$ cat src/include/iq_defines.svh
`ifndef IQ_DEFINES_SVH
`define IQ_DEFINES_SVH

////////////////////////////////////////////////////////////////////////////
// queue geometry
////////////////////////////////////////////////////////////////////////////

`define IQ_DEPTH        16
`define IQ_PTR_W        4
`define IQ_CNT_W        5     // holds 0..IQ_DEPTH
`define IQ_FULL_MARGIN  8     // free slots upstream keeps in hand

////////////////////////////////////////////////////////////////////////////
// decoded instruction fields
////////////////////////////////////////////////////////////////////////////

`define XLEN            32
`define REG_AW          5
`define ALU_OP_W        12    // one-hot
`define CSR_AW          14
`define ECODE_W         7

`endif

$ cat src/logic/iq_entry_pkg.sv
`include "iq_defines.svh"

package iq_entry_pkg;

    ////////////////////////////////////////////////////////////////////////////
    // bit layout of one queue entry word, lsb first
    ////////////////////////////////////////////////////////////////////////////

    localparam int unsigned PC_LSB     = 0;
    localparam int unsigned INSTR_LSB  = PC_LSB + `XLEN;
    localparam int unsigned IMM_LSB    = INSTR_LSB + `XLEN;
    localparam int unsigned RD_LSB     = IMM_LSB + `XLEN;
    localparam int unsigned RF_WE_BIT  = RD_LSB + `REG_AW;
    localparam int unsigned RA1_LSB    = RF_WE_BIT + 1;
    localparam int unsigned RA2_LSB    = RA1_LSB + `REG_AW;
    localparam int unsigned ALU_OP_LSB = RA2_LSB + `REG_AW;
    localparam int unsigned CSR_LSB    = ALU_OP_LSB + `ALU_OP_W;
    localparam int unsigned EXC_V_BIT  = CSR_LSB + `CSR_AW;
    localparam int unsigned ECODE_LSB  = EXC_V_BIT + 1;

    // ecode sits on top
    localparam int unsigned IQ_ENTRY_W = ECODE_LSB + `ECODE_W;

endpackage

$ cat src/logic/iq_ptr_pkg.sv
`include "iq_defines.svh"

package iq_ptr_pkg;

    localparam logic [`IQ_PTR_W:0] DEPTH_EXT = `IQ_DEPTH;

    // ring increment by 0..2, wraps without relying on a power-of-two depth
    function automatic logic [`IQ_PTR_W-1:0] ptr_add(
        input logic [`IQ_PTR_W-1:0] ptr,
        input logic [1:0]           inc
    );
        logic [`IQ_PTR_W:0] sum;
        sum = {1'b0, ptr} + {{(`IQ_PTR_W-1){1'b0}}, inc};
        if (sum >= DEPTH_EXT) begin
            sum = sum - DEPTH_EXT;
        end
        return sum[`IQ_PTR_W-1:0];
    endfunction

    // bit 0 is the oldest slot
    function automatic logic [1:0] valid_mask(
        input logic [`IQ_CNT_W-1:0] cnt
    );
        logic [1:0] mask;
        if (cnt == '0) begin
            mask = 2'b00;
        end else if (cnt == 1) begin
            mask = 2'b01;
        end else begin
            mask = 2'b11;
        end
        return mask;
    endfunction

endpackage

$ cat src/logic/iq_storage.sv
`timescale 1ns/1ns
`include "iq_defines.svh"

module iq_storage
    import iq_entry_pkg::*;
(
    input  logic                   clk,

    input  logic                   i_wr_en0,
    input  logic                   i_wr_en1,
    input  logic [`IQ_PTR_W-1:0]   i_wr_addr0,
    input  logic [`IQ_PTR_W-1:0]   i_wr_addr1,
    input  logic [IQ_ENTRY_W-1:0]  i_wr_data0,
    input  logic [IQ_ENTRY_W-1:0]  i_wr_data1,

    input  logic [`IQ_PTR_W-1:0]   i_rd_addr0,
    input  logic [`IQ_PTR_W-1:0]   i_rd_addr1,
    output logic [IQ_ENTRY_W-1:0]  o_rd_data0,
    output logic [IQ_ENTRY_W-1:0]  o_rd_data1
);

    logic [IQ_ENTRY_W-1:0] mem [`IQ_DEPTH];

    ////////////////////////////////////////////////////////////////////////////
    // write side
    ////////////////////////////////////////////////////////////////////////////

    // addresses are head and head+1, never equal
    always_ff @(posedge clk) begin
        if (i_wr_en0) begin
            mem[i_wr_addr0] <= i_wr_data0;
        end
        if (i_wr_en1) begin
            mem[i_wr_addr1] <= i_wr_data1;   // slot 1 payload
        end
    end

    ////////////////////////////////////////////////////////////////////////////
    // read side
    ////////////////////////////////////////////////////////////////////////////

    assign o_rd_data0 = mem[i_rd_addr0];    // oldest
    assign o_rd_data1 = mem[i_rd_addr1];

endmodule

$ cat src/logic/iq_ctrl.sv
`timescale 1ns/1ns
`include "iq_defines.svh"

module iq_ctrl
    import iq_ptr_pkg::*;
(
    input  logic                  clk,
    input  logic                  rstn,

    input  logic                  i_s0_valid,
    input  logic                  i_s1_valid,
    input  logic                  i_flush,
    input  logic                  i_stall,
    input  logic [1:0]            i_use_num,

    output logic                  o_wr_en0,
    output logic                  o_wr_en1,
    output logic [`IQ_PTR_W-1:0]  o_wr_addr0,
    output logic [`IQ_PTR_W-1:0]  o_wr_addr1,
    output logic [`IQ_PTR_W-1:0]  o_rd_addr0,
    output logic [`IQ_PTR_W-1:0]  o_rd_addr1,

    output logic [1:0]            o_valid,
    output logic                  o_full
);

    localparam logic [`IQ_CNT_W-1:0] FULL_LEVEL = `IQ_DEPTH - `IQ_FULL_MARGIN;

    logic [`IQ_PTR_W-1:0] head;     // next write slot
    logic [`IQ_PTR_W-1:0] tail;     // oldest entry
    logic [`IQ_CNT_W-1:0] count;
    logic [`IQ_CNT_W-1:0] next_count;
    logic [`IQ_CNT_W-1:0] wr_num;
    logic [`IQ_CNT_W-1:0] use_num;
    logic                 wr_en0;
    logic                 wr_en1;
    logic [1:0]           valid_q;
    logic                 full_q;

    ////////////////////////////////////////////////////////////////////////////
    // write enables and counts
    ////////////////////////////////////////////////////////////////////////////

    assign wr_en0 = i_s0_valid & ~i_flush;
    assign wr_en1 = i_s0_valid & i_s1_valid & ~i_flush;   // slot 1 rides on slot 0

    assign wr_num  = {{(`IQ_CNT_W-2){1'b0}}, wr_en1, wr_en0 & ~wr_en1};
    assign use_num = i_stall ? '0 : {{(`IQ_CNT_W-2){1'b0}}, i_use_num};

    assign next_count = count - use_num + wr_num;

    assign o_wr_en0   = wr_en0;
    assign o_wr_en1   = wr_en1;
    assign o_wr_addr0 = head;
    assign o_wr_addr1 = ptr_add(head, 2'd1);

    assign o_rd_addr0 = tail;
    assign o_rd_addr1 = ptr_add(tail, 2'd1);

    ////////////////////////////////////////////////////////////////////////////
    // pointers, occupancy and registered flags
    ////////////////////////////////////////////////////////////////////////////

    always_ff @(posedge clk) begin
        if (!rstn) begin
            head    <= '0;
            tail    <= '0;
            count   <= '0;
            valid_q <= 2'b00;
            full_q  <= 1'b0;
        end else if (i_flush) begin
            head    <= '0;   // writes this cycle are dropped
            tail    <= '0;
            count   <= '0;
            valid_q <= 2'b00;
            full_q  <= 1'b0;
        end else begin
            head    <= ptr_add(head, wr_num[1:0]);
            tail    <= ptr_add(tail, use_num[1:0]);   // frozen under stall
            count   <= next_count;
            valid_q <= valid_mask(next_count);
            full_q  <= (next_count >= FULL_LEVEL);
        end
    end

    assign o_valid = valid_q;
    assign o_full  = full_q;

endmodule

$ cat src/logic/inst_queue.sv
`timescale 1ns/1ns
`include "iq_defines.svh"

module inst_queue
    import iq_entry_pkg::*;
(
    input  logic                  clk,
    input  logic                  rstn,
    input  logic                  i_flush,
    input  logic                  i_stall,
    input  logic [1:0]            i_use_num,

    // write slot 0
    input  logic                  i_s0_valid,
    input  logic [`XLEN-1:0]      i_s0_pc,
    input  logic [`XLEN-1:0]      i_s0_instr,
    input  logic [`XLEN-1:0]      i_s0_imm,
    input  logic [`REG_AW-1:0]    i_s0_rd,
    input  logic                  i_s0_rf_we,
    input  logic [`REG_AW-1:0]    i_s0_ra1,
    input  logic [`REG_AW-1:0]    i_s0_ra2,
    input  logic [`ALU_OP_W-1:0]  i_s0_alu_op,
    input  logic [`CSR_AW-1:0]    i_s0_csr_addr,
    input  logic                  i_s0_exc_v,
    input  logic [`ECODE_W-1:0]   i_s0_ecode,

    // write slot 1
    input  logic                  i_s1_valid,
    input  logic [`XLEN-1:0]      i_s1_pc,
    input  logic [`XLEN-1:0]      i_s1_instr,
    input  logic [`XLEN-1:0]      i_s1_imm,
    input  logic [`REG_AW-1:0]    i_s1_rd,
    input  logic                  i_s1_rf_we,
    input  logic [`REG_AW-1:0]    i_s1_ra1,
    input  logic [`REG_AW-1:0]    i_s1_ra2,
    input  logic [`ALU_OP_W-1:0]  i_s1_alu_op,
    input  logic [`CSR_AW-1:0]    i_s1_csr_addr,
    input  logic                  i_s1_exc_v,
    input  logic [`ECODE_W-1:0]   i_s1_ecode,

    // issue slot 0, oldest
    output logic [`XLEN-1:0]      o_s0_pc,
    output logic [`XLEN-1:0]      o_s0_instr,
    output logic [`XLEN-1:0]      o_s0_imm,
    output logic [`REG_AW-1:0]    o_s0_rd,
    output logic                  o_s0_rf_we,
    output logic [`REG_AW-1:0]    o_s0_ra1,
    output logic [`REG_AW-1:0]    o_s0_ra2,
    output logic [`ALU_OP_W-1:0]  o_s0_alu_op,
    output logic [`CSR_AW-1:0]    o_s0_csr_addr,
    output logic                  o_s0_exc_v,
    output logic [`ECODE_W-1:0]   o_s0_ecode,

    // issue slot 1
    output logic [`XLEN-1:0]      o_s1_pc,
    output logic [`XLEN-1:0]      o_s1_instr,
    output logic [`XLEN-1:0]      o_s1_imm,
    output logic [`REG_AW-1:0]    o_s1_rd,
    output logic                  o_s1_rf_we,
    output logic [`REG_AW-1:0]    o_s1_ra1,
    output logic [`REG_AW-1:0]    o_s1_ra2,
    output logic [`ALU_OP_W-1:0]  o_s1_alu_op,
    output logic [`CSR_AW-1:0]    o_s1_csr_addr,
    output logic                  o_s1_exc_v,
    output logic [`ECODE_W-1:0]   o_s1_ecode,

    output logic [1:0]            o_valid,
    output logic                  o_full
);

    logic                  wr_en0;
    logic                  wr_en1;
    logic [`IQ_PTR_W-1:0]  wr_addr0;
    logic [`IQ_PTR_W-1:0]  wr_addr1;
    logic [`IQ_PTR_W-1:0]  rd_addr0;
    logic [`IQ_PTR_W-1:0]  rd_addr1;
    logic [IQ_ENTRY_W-1:0] wr_data0;
    logic [IQ_ENTRY_W-1:0] wr_data1;
    logic [IQ_ENTRY_W-1:0] rd_data0;
    logic [IQ_ENTRY_W-1:0] rd_data1;

    ////////////////////////////////////////////////////////////////////////////
    // pack write slots
    ////////////////////////////////////////////////////////////////////////////

    assign wr_data0[PC_LSB +: `XLEN]        = i_s0_pc;
    assign wr_data0[INSTR_LSB +: `XLEN]     = i_s0_instr;
    assign wr_data0[IMM_LSB +: `XLEN]       = i_s0_imm;
    assign wr_data0[RD_LSB +: `REG_AW]      = i_s0_rd;
    assign wr_data0[RF_WE_BIT]              = i_s0_rf_we;
    assign wr_data0[RA1_LSB +: `REG_AW]     = i_s0_ra1;
    assign wr_data0[RA2_LSB +: `REG_AW]     = i_s0_ra2;
    assign wr_data0[ALU_OP_LSB +: `ALU_OP_W] = i_s0_alu_op;
    assign wr_data0[CSR_LSB +: `CSR_AW]     = i_s0_csr_addr;
    assign wr_data0[EXC_V_BIT]              = i_s0_exc_v;
    assign wr_data0[ECODE_LSB +: `ECODE_W]  = i_s0_ecode;

    assign wr_data1[PC_LSB +: `XLEN]        = i_s1_pc;
    assign wr_data1[INSTR_LSB +: `XLEN]     = i_s1_instr;
    assign wr_data1[IMM_LSB +: `XLEN]       = i_s1_imm;
    assign wr_data1[RD_LSB +: `REG_AW]      = i_s1_rd;
    assign wr_data1[RF_WE_BIT]              = i_s1_rf_we;
    assign wr_data1[RA1_LSB +: `REG_AW]     = i_s1_ra1;
    assign wr_data1[RA2_LSB +: `REG_AW]     = i_s1_ra2;
    assign wr_data1[ALU_OP_LSB +: `ALU_OP_W] = i_s1_alu_op;
    assign wr_data1[CSR_LSB +: `CSR_AW]     = i_s1_csr_addr;
    assign wr_data1[EXC_V_BIT]              = i_s1_exc_v;
    assign wr_data1[ECODE_LSB +: `ECODE_W]  = i_s1_ecode;

    ////////////////////////////////////////////////////////////////////////////
    // unpack issue slots
    ////////////////////////////////////////////////////////////////////////////

    assign o_s0_pc       = rd_data0[PC_LSB +: `XLEN];
    assign o_s0_instr    = rd_data0[INSTR_LSB +: `XLEN];
    assign o_s0_imm      = rd_data0[IMM_LSB +: `XLEN];
    assign o_s0_rd       = rd_data0[RD_LSB +: `REG_AW];
    assign o_s0_rf_we    = rd_data0[RF_WE_BIT];
    assign o_s0_ra1      = rd_data0[RA1_LSB +: `REG_AW];
    assign o_s0_ra2      = rd_data0[RA2_LSB +: `REG_AW];
    assign o_s0_alu_op   = rd_data0[ALU_OP_LSB +: `ALU_OP_W];
    assign o_s0_csr_addr = rd_data0[CSR_LSB +: `CSR_AW];
    assign o_s0_exc_v    = rd_data0[EXC_V_BIT];
    assign o_s0_ecode    = rd_data0[ECODE_LSB +: `ECODE_W];

    assign o_s1_pc       = rd_data1[PC_LSB +: `XLEN];
    assign o_s1_instr    = rd_data1[INSTR_LSB +: `XLEN];
    assign o_s1_imm      = rd_data1[IMM_LSB +: `XLEN];
    assign o_s1_rd       = rd_data1[RD_LSB +: `REG_AW];
    assign o_s1_rf_we    = rd_data1[RF_WE_BIT];
    assign o_s1_ra1      = rd_data1[RA1_LSB +: `REG_AW];
    assign o_s1_ra2      = rd_data1[RA2_LSB +: `REG_AW];
    assign o_s1_alu_op   = rd_data1[ALU_OP_LSB +: `ALU_OP_W];
    assign o_s1_csr_addr = rd_data1[CSR_LSB +: `CSR_AW];
    assign o_s1_exc_v    = rd_data1[EXC_V_BIT];
    assign o_s1_ecode    = rd_data1[ECODE_LSB +: `ECODE_W];

    iq_storage u_storage (
        .clk        (clk),
        .i_wr_en0   (wr_en0),
        .i_wr_en1   (wr_en1),
        .i_wr_addr0 (wr_addr0),
        .i_wr_addr1 (wr_addr1),
        .i_wr_data0 (wr_data0),
        .i_wr_data1 (wr_data1),
        .i_rd_addr0 (rd_addr0),
        .i_rd_addr1 (rd_addr1),
        .o_rd_data0 (rd_data0),
        .o_rd_data1 (rd_data1)
    );

    iq_ctrl u_ctrl (
        .clk        (clk),
        .rstn       (rstn),
        .i_s0_valid (i_s0_valid),
        .i_s1_valid (i_s1_valid),
        .i_flush    (i_flush),
        .i_stall    (i_stall),
        .i_use_num  (i_use_num),
        .o_wr_en0   (wr_en0),
        .o_wr_en1   (wr_en1),
        .o_wr_addr0 (wr_addr0),
        .o_wr_addr1 (wr_addr1),
        .o_rd_addr0 (rd_addr0),
        .o_rd_addr1 (rd_addr1),
        .o_valid    (o_valid),
        .o_full     (o_full)
    );

endmodule

$ cat config.mk
export PLATFORM = sky130hd
export DESIGN_NAME = inst_queue
export DESIGN_NICKNAME = d
export VERILOG_FILES = /design/src/logic/iq_entry_pkg.sv /design/src/logic/iq_ptr_pkg.sv /design/src/logic/iq_storage.sv /design/src/logic/iq_ctrl.sv /design/src/logic/inst_queue.sv
export VERILOG_INCLUDE_DIRS = /design/src /design/src/include
export SDC_FILE = /design/constraint.sdc
export NUM_CORES = 2
export LEC_CHECK = 0
export BUFFER_PORTS_ARGS = -buffer_cell sky130_fd_sc_hd__buf_2
export CAP_MARGIN = 30
export CORE_MARGIN = 2
export CORE_UTILIZATION = 60
export CTS_CLUSTER_DIAMETER = 200
export CTS_CLUSTER_SIZE = 25
export DETAILED_ROUTE_END_ITERATION = 8
export HOLD_SLACK_MARGIN = 0.05
export PLACE_DENSITY_LB_ADDON = 0.08
export SLEW_MARGIN = 25
export SYNTH_ARGS = -nofsm -noshare
export SYNTH_HDL_FRONTEND = slang
export SYNTH_SLANG_ARGS = --single-unit
$ cat constraint.sdc
create_clock -name clk -period 15.5 [get_ports clk]
set_clock_uncertainty 0.1 [all_clocks]
set_input_delay 0.775 -clock clk [delete_from_list [all_inputs] [get_ports clk]]
set_output_delay 0.775 -clock clk [all_outputs]
set_load 0.05 [all_outputs]
; Word level (Yosys, flattened, before mapping)
; Memory sizes are Yosys's and may differ from the RTL's. A register that Yosys moved wholly into a read port is not among the register bits.
; Cells that the tools add are included.
[totals]
reg_bits = 16
output_inout_bits = 295
input_bits = 300
memories = 1
ram_bits = 2336
elab_cells = 43
[memory_table]
columns = name, depth, width, read_ports, rd_clocked_by_memory_dff, wr, line_no
row1 = u_storage.mem, 16, 146, 2, 1, 2, iq_storage.sv:22  ; logic [IQ_ENTRY_W-1:0] mem [`IQ_DEPTH];
[classes]
bitwise = 7
addsub = 10
n_lt_le_gt_ge = 5
n_eq_ne = 1
reduce_logical = 3
mux = 11
[op_table]
columns = op, n
row1 = greater-or-equal comparator 5 bit (second input constant), 4
row2 = 2-to-1 mux 4 bit, 5
row3 = subtractor 4 x 1 -> 4 bit (second input constant), 4
row4 = adder 4 x 1 -> 5 bit (second input constant), 2
row5 = adder 4 x 2 -> 5 bit, 2
row6 = adder 5 x 2 -> 5 bit, 1
row7 = == test 5 x 1 -> 1 bit (second input constant), 1
row8 = greater-or-equal comparator 5 x 4 -> 1 bit (second input constant), 1
row9 = logical NOT 5 bit, 1
row10 = subtractor 5 bit, 1
row11 = AND 1 bit, 4
row12 = 2-to-1 mux 1 bit, 4
row13 = 2-to-1 mux 2 bit, 2
row14 = NOT 1 bit, 3
row15 = OR reduction 3 bit, 1
row16 = OR reduction 2 bit, 1

; Depth between registers and ports, before layout
[logic_depth]
ltp_word = 7
depth_mapped = 11
depth_no_buf = 11

; Modules after synthesis
; From an unflattened synthesis, not the netlist that was laid out.
[unflattened]
hier_cells = 7545
hier_area_um2 = 135194.7
[modules_own_cells]
columns = module, cells_per_inst, n_inst, area_each_um2, seq_area_each_um2
row1 = iq_storage, 7445, 1, 134271.3, 70147.3
row2 = iq_ctrl, 100, 1, 923.4, 320.3

; Least setup slack after synthesis
; Ideal clock, no wire load.
[synth_timing]
path_kind = input to register
startpoint = in i_flush
endpoint = mem u_storage.mem[0][0] in the netlist's numbering, enable pin
path_stages = 4
t_arrival_ps = 8484
slack_ps = 6213
n_path_buf = 1
path_cell_list = nand2b_1 or3_1 buf_2 o22ai_1
[synth_lines]
columns = element, line_no
row1 = "start, declared", inst_queue.sv:9  ; input logic i_flush,
row2 = "end, declared", iq_storage.sv:22

==> results.yml <==
critical_path:
  critical_path.max_stage_delay_ns: 0.89
  start_kind: "flop"
  required_ns: 14.62
  cp.depth: 10
  path_class: "reg2out"
  ff2ff_path_depth: 6
  reg2reg_slack_ns: 10.32
  cpMaxStageDelayCell: "dfxtp_4"
  crit_top_cell: "buf_4"
  path_delay_family: "buffers and inverters"
  arrival_ns: 6.47
  crit_buf_inv: 6
  crit_path_max_fanout: 57
  worstPathCellList: "buf_4 > nor2b_4 > buf_4 > buf_4 > buf_16 > buf_4 > a221oi_1 > o21ai_0 > nand2_1 > buf_2"
  endpoint_kind: "primary output"
placed_design:
  detailedPlace.worstSlack_ns: 9.18
  post-dp-hpwl_um: 238000
  finalWeightedCongestion: 0.833
  placed_cell_area_mm2: 0.141
  dp_cells: 11300
  io_buffers: 594
clock_network:
  cts_setup_buffers: 0
  clockBufferDepth: 3
  clock_latency_ns: 0.81
  ctsResizeCount: 0
  root_buffer: "clkbuf_16"
  cts_tree: "built"
  clock_sinks: 2352
  clk_pin_slew_ns: 0.10
  htreeDepth: 3
  cts_hold_buf: 0
  cts_buffers: 104
timing:
  worst_pin_slew_ns: 1.27
  period_share: 0.474
  max-slew-margin-rel: 0.157
  finalHoldViolCount: 0
  finalSetupTns_ns: 0
  slew_viol_final: 0
  setup_violations: 0
  finalCriticalPeriod_ns: 7.35
  max_clock_freq_mhz: 136
  hold_slack_ns: 0.358
  rsz0062_at_grt: "no"
  finalWorstSetupSlack_ns: 8.15
logic_synthesis:
  synth-edff-count: 2336
  ys_seq_area_frac: 0.517
  netlist_area_mm2: 0.136
  synth_nets: 8824
  syn_inst: 8510
  synth_ff_type: "edfxtp_1"
  synth-seq-cells: 2352
  avgSynthCellArea_um2: 16.0
  ys_warn_count: 0
  synth.distinct_cells: 38
  ys_async_sr_fraction: 0
final_layout:
  stdcell_area_mm2: 0.144
  drive_gt1_frac: 0.515
  final.fill_count: 16296
  final_cells: 11503
  final_nets: 8741
  seq_area_mm2: 0.0705
  multi_input_area_mm2: 0.0617
  area_delta_synth_final_pct: 5.81
detailed_routing:
  first_pass_iters: 6
  via_per_inst: 7.58
  drc: 0
  vias: 87141
  routed_wire_length_per_instance_um: 38.6
  drtIter0Drc: 12422
  drt_wl_total_um: 444000
  antenna_left: 0
job:
  cap_violations: 0
global_route:
  grt_usage: 0.379
  antenna_found_initial: 128
  globalRoute.totalOverflow: 0
  grt_max_degree: 150
  grt_pass1_wl_um: 629000
  grt_pass1_vias: 86349
die:
  dieArea_mm2: 0.231
  placementRows: 174
  die_h_um: 481
  core-area_mm2: 0.225
  floorplan.initialDensity: 0.605
  fp.dieW_um: 481
  ios: 595
status:
  status: "finished, final reports clean"
power_and_ir_drop:
  p_per_area_mw_per_mm2: 82.8
  irDropWorstVdd_mv: 0.0865
  p_leak_nw: 44.3
min_path:
  holdPathStages: 2
  hold_path.class: "in2reg"
-- registers in the layout (all words and copies together) (netlist names) --
| register | flops |
|---|---|
| u_storage.mem | 2336 |
| u_ctrl.count | 5 |
| u_ctrl.o_rd_addr0 | 4 |
| u_ctrl.o_wr_addr0 | 4 |
| u_ctrl.o_valid | 2 |
| u_ctrl.o_full | 1 |
-- routing by layer --
| layer | share of wire | global-route usage |
|---|---|---|
| met1 | 0.36 | 0.504 |
| met2 | 0.48 | 0.605 |
| met3 | 0.11 | 0.0773 |
| met4 | 0.047 | 0.175 |
| met5 | 0.0013 | 0 |
-- Yosys cell counts (2+ instances only) --
cell	number	area [um^2]
nand2_1	289	1080
a221oi_1	146	1280
buf_6	9	101
mux2_1	30	338
a32oi_1	23	201
edfxtp_1	2336	70100
xor2_1	7	61.3
dfxtp_1	16	320
nor2_1	39	146
nand4_1	23	144
o22ai_1	4	25.0
nand2b_1	5	31.3
ha_1	10	125
mux4_2	953	21500
nand3b_1	2	15.0
nand3_1	50	250
xnor2_1	4	35.0
buf_2	390	1950
mux2i_1	484	4840
mux2_2	2452	27600
a21o_1	2	15.0
fa_1	4	80.1
o21ai_0	317	1590
a21oi_1	151	756
and2_1	2	12.5
inv_1	21	78.8
buf_4	54	405
buf_1	19	71.3
clkbuf_4	2	15.0
nor2b_1	7	43.8
a22oi_1	146	1100
and3_1	2	12.5
clkbuf_1	506	1900
-- stage by stage --
step	util	total power, mW
after global placement	0.624	8.70
after CTS	0.638	11.9
final	0.640	11.9
after floorplan	-	8.32
after detailed placement	0.625	8.74
after global routing	0.640	12.2
-- layout make-up --
| type | count | area share |
|---|---|---|
| antenna | 57 | 0.000989 |
| sequential | 2352 | 0.489 |
| clock buffer | 130 | 0.0195 |
| tap | 2992 | 0.0260 |
| timing repair buffer | 791 | 0.0364 |
| clock inverter | 3 | 0.000330 |
| multi-input combinational | 5157 | 0.428 |
| inverter | 21 | 0.000547 |
-- where the power goes --
group          total, mW  switching [mW]  internal (mW)
Sequential          7.05          0.0223           7.03
Combinational       1.58           0.936          0.640
Clock               3.32            2.04           1.28
Total               11.9            3.00           8.95
-- worst register-to-register path: stages (launching register included) --
cell and delay [ns]:
dfxtp_1 0.44, or3_1 0.69, nand2b_4 0.78, buf_4 0.88, buf_4 0.74, buf_4 0.84
mux2_2 0.46
-- cells by family (layout without fill, tap and decap cells) --
logic type	after synthesis	count (layout)	synth area share
muxes	3919	3919	0.398
buffers and inverters	1001	945	0.0332
AOI/OAI and AO/OA	792	792	0.0365
adders and majority gates	14	14	0.00151
other	0	57	0
and+or+nand+nor	421	421	0.0129
DFF	2352	2352	0.517
xor gates and xnor gates	11	11	0.000707
-- path summary, 6_finish.rpt --
kind	end	from
max	o_s0_pc[31]	u_ctrl.o_rd_addr0[2]
min reg2reg	u_ctrl.o_wr_addr0[3]	u_ctrl.o_wr_addr0[3]
min	u_storage.mem[1][5]	i_s1_pc[5]
max reg2reg	u_storage.mem[1][53]	u_ctrl.o_wr_addr0[2]
-- layout by cell type (no fill, tap or decap), drive strengths merged, types with 39 or more instances in the layout --
| cell type | count |
|---|---|
| clkbuf | 130 |
| diode | 57 |
| mux2i | 484 |
| a22oi | 146 |
| nand3 | 50 |
| mux2 | 2482 |
| nand2 | 289 |
| edfxtp | 2336 |
| a21oi | 151 |
| o21ai | 317 |
| nor2 | 39 |
| mux4 | 953 |
| a221oi | 146 |
| buf | 791 |
(Power assumes the default switching activity.)
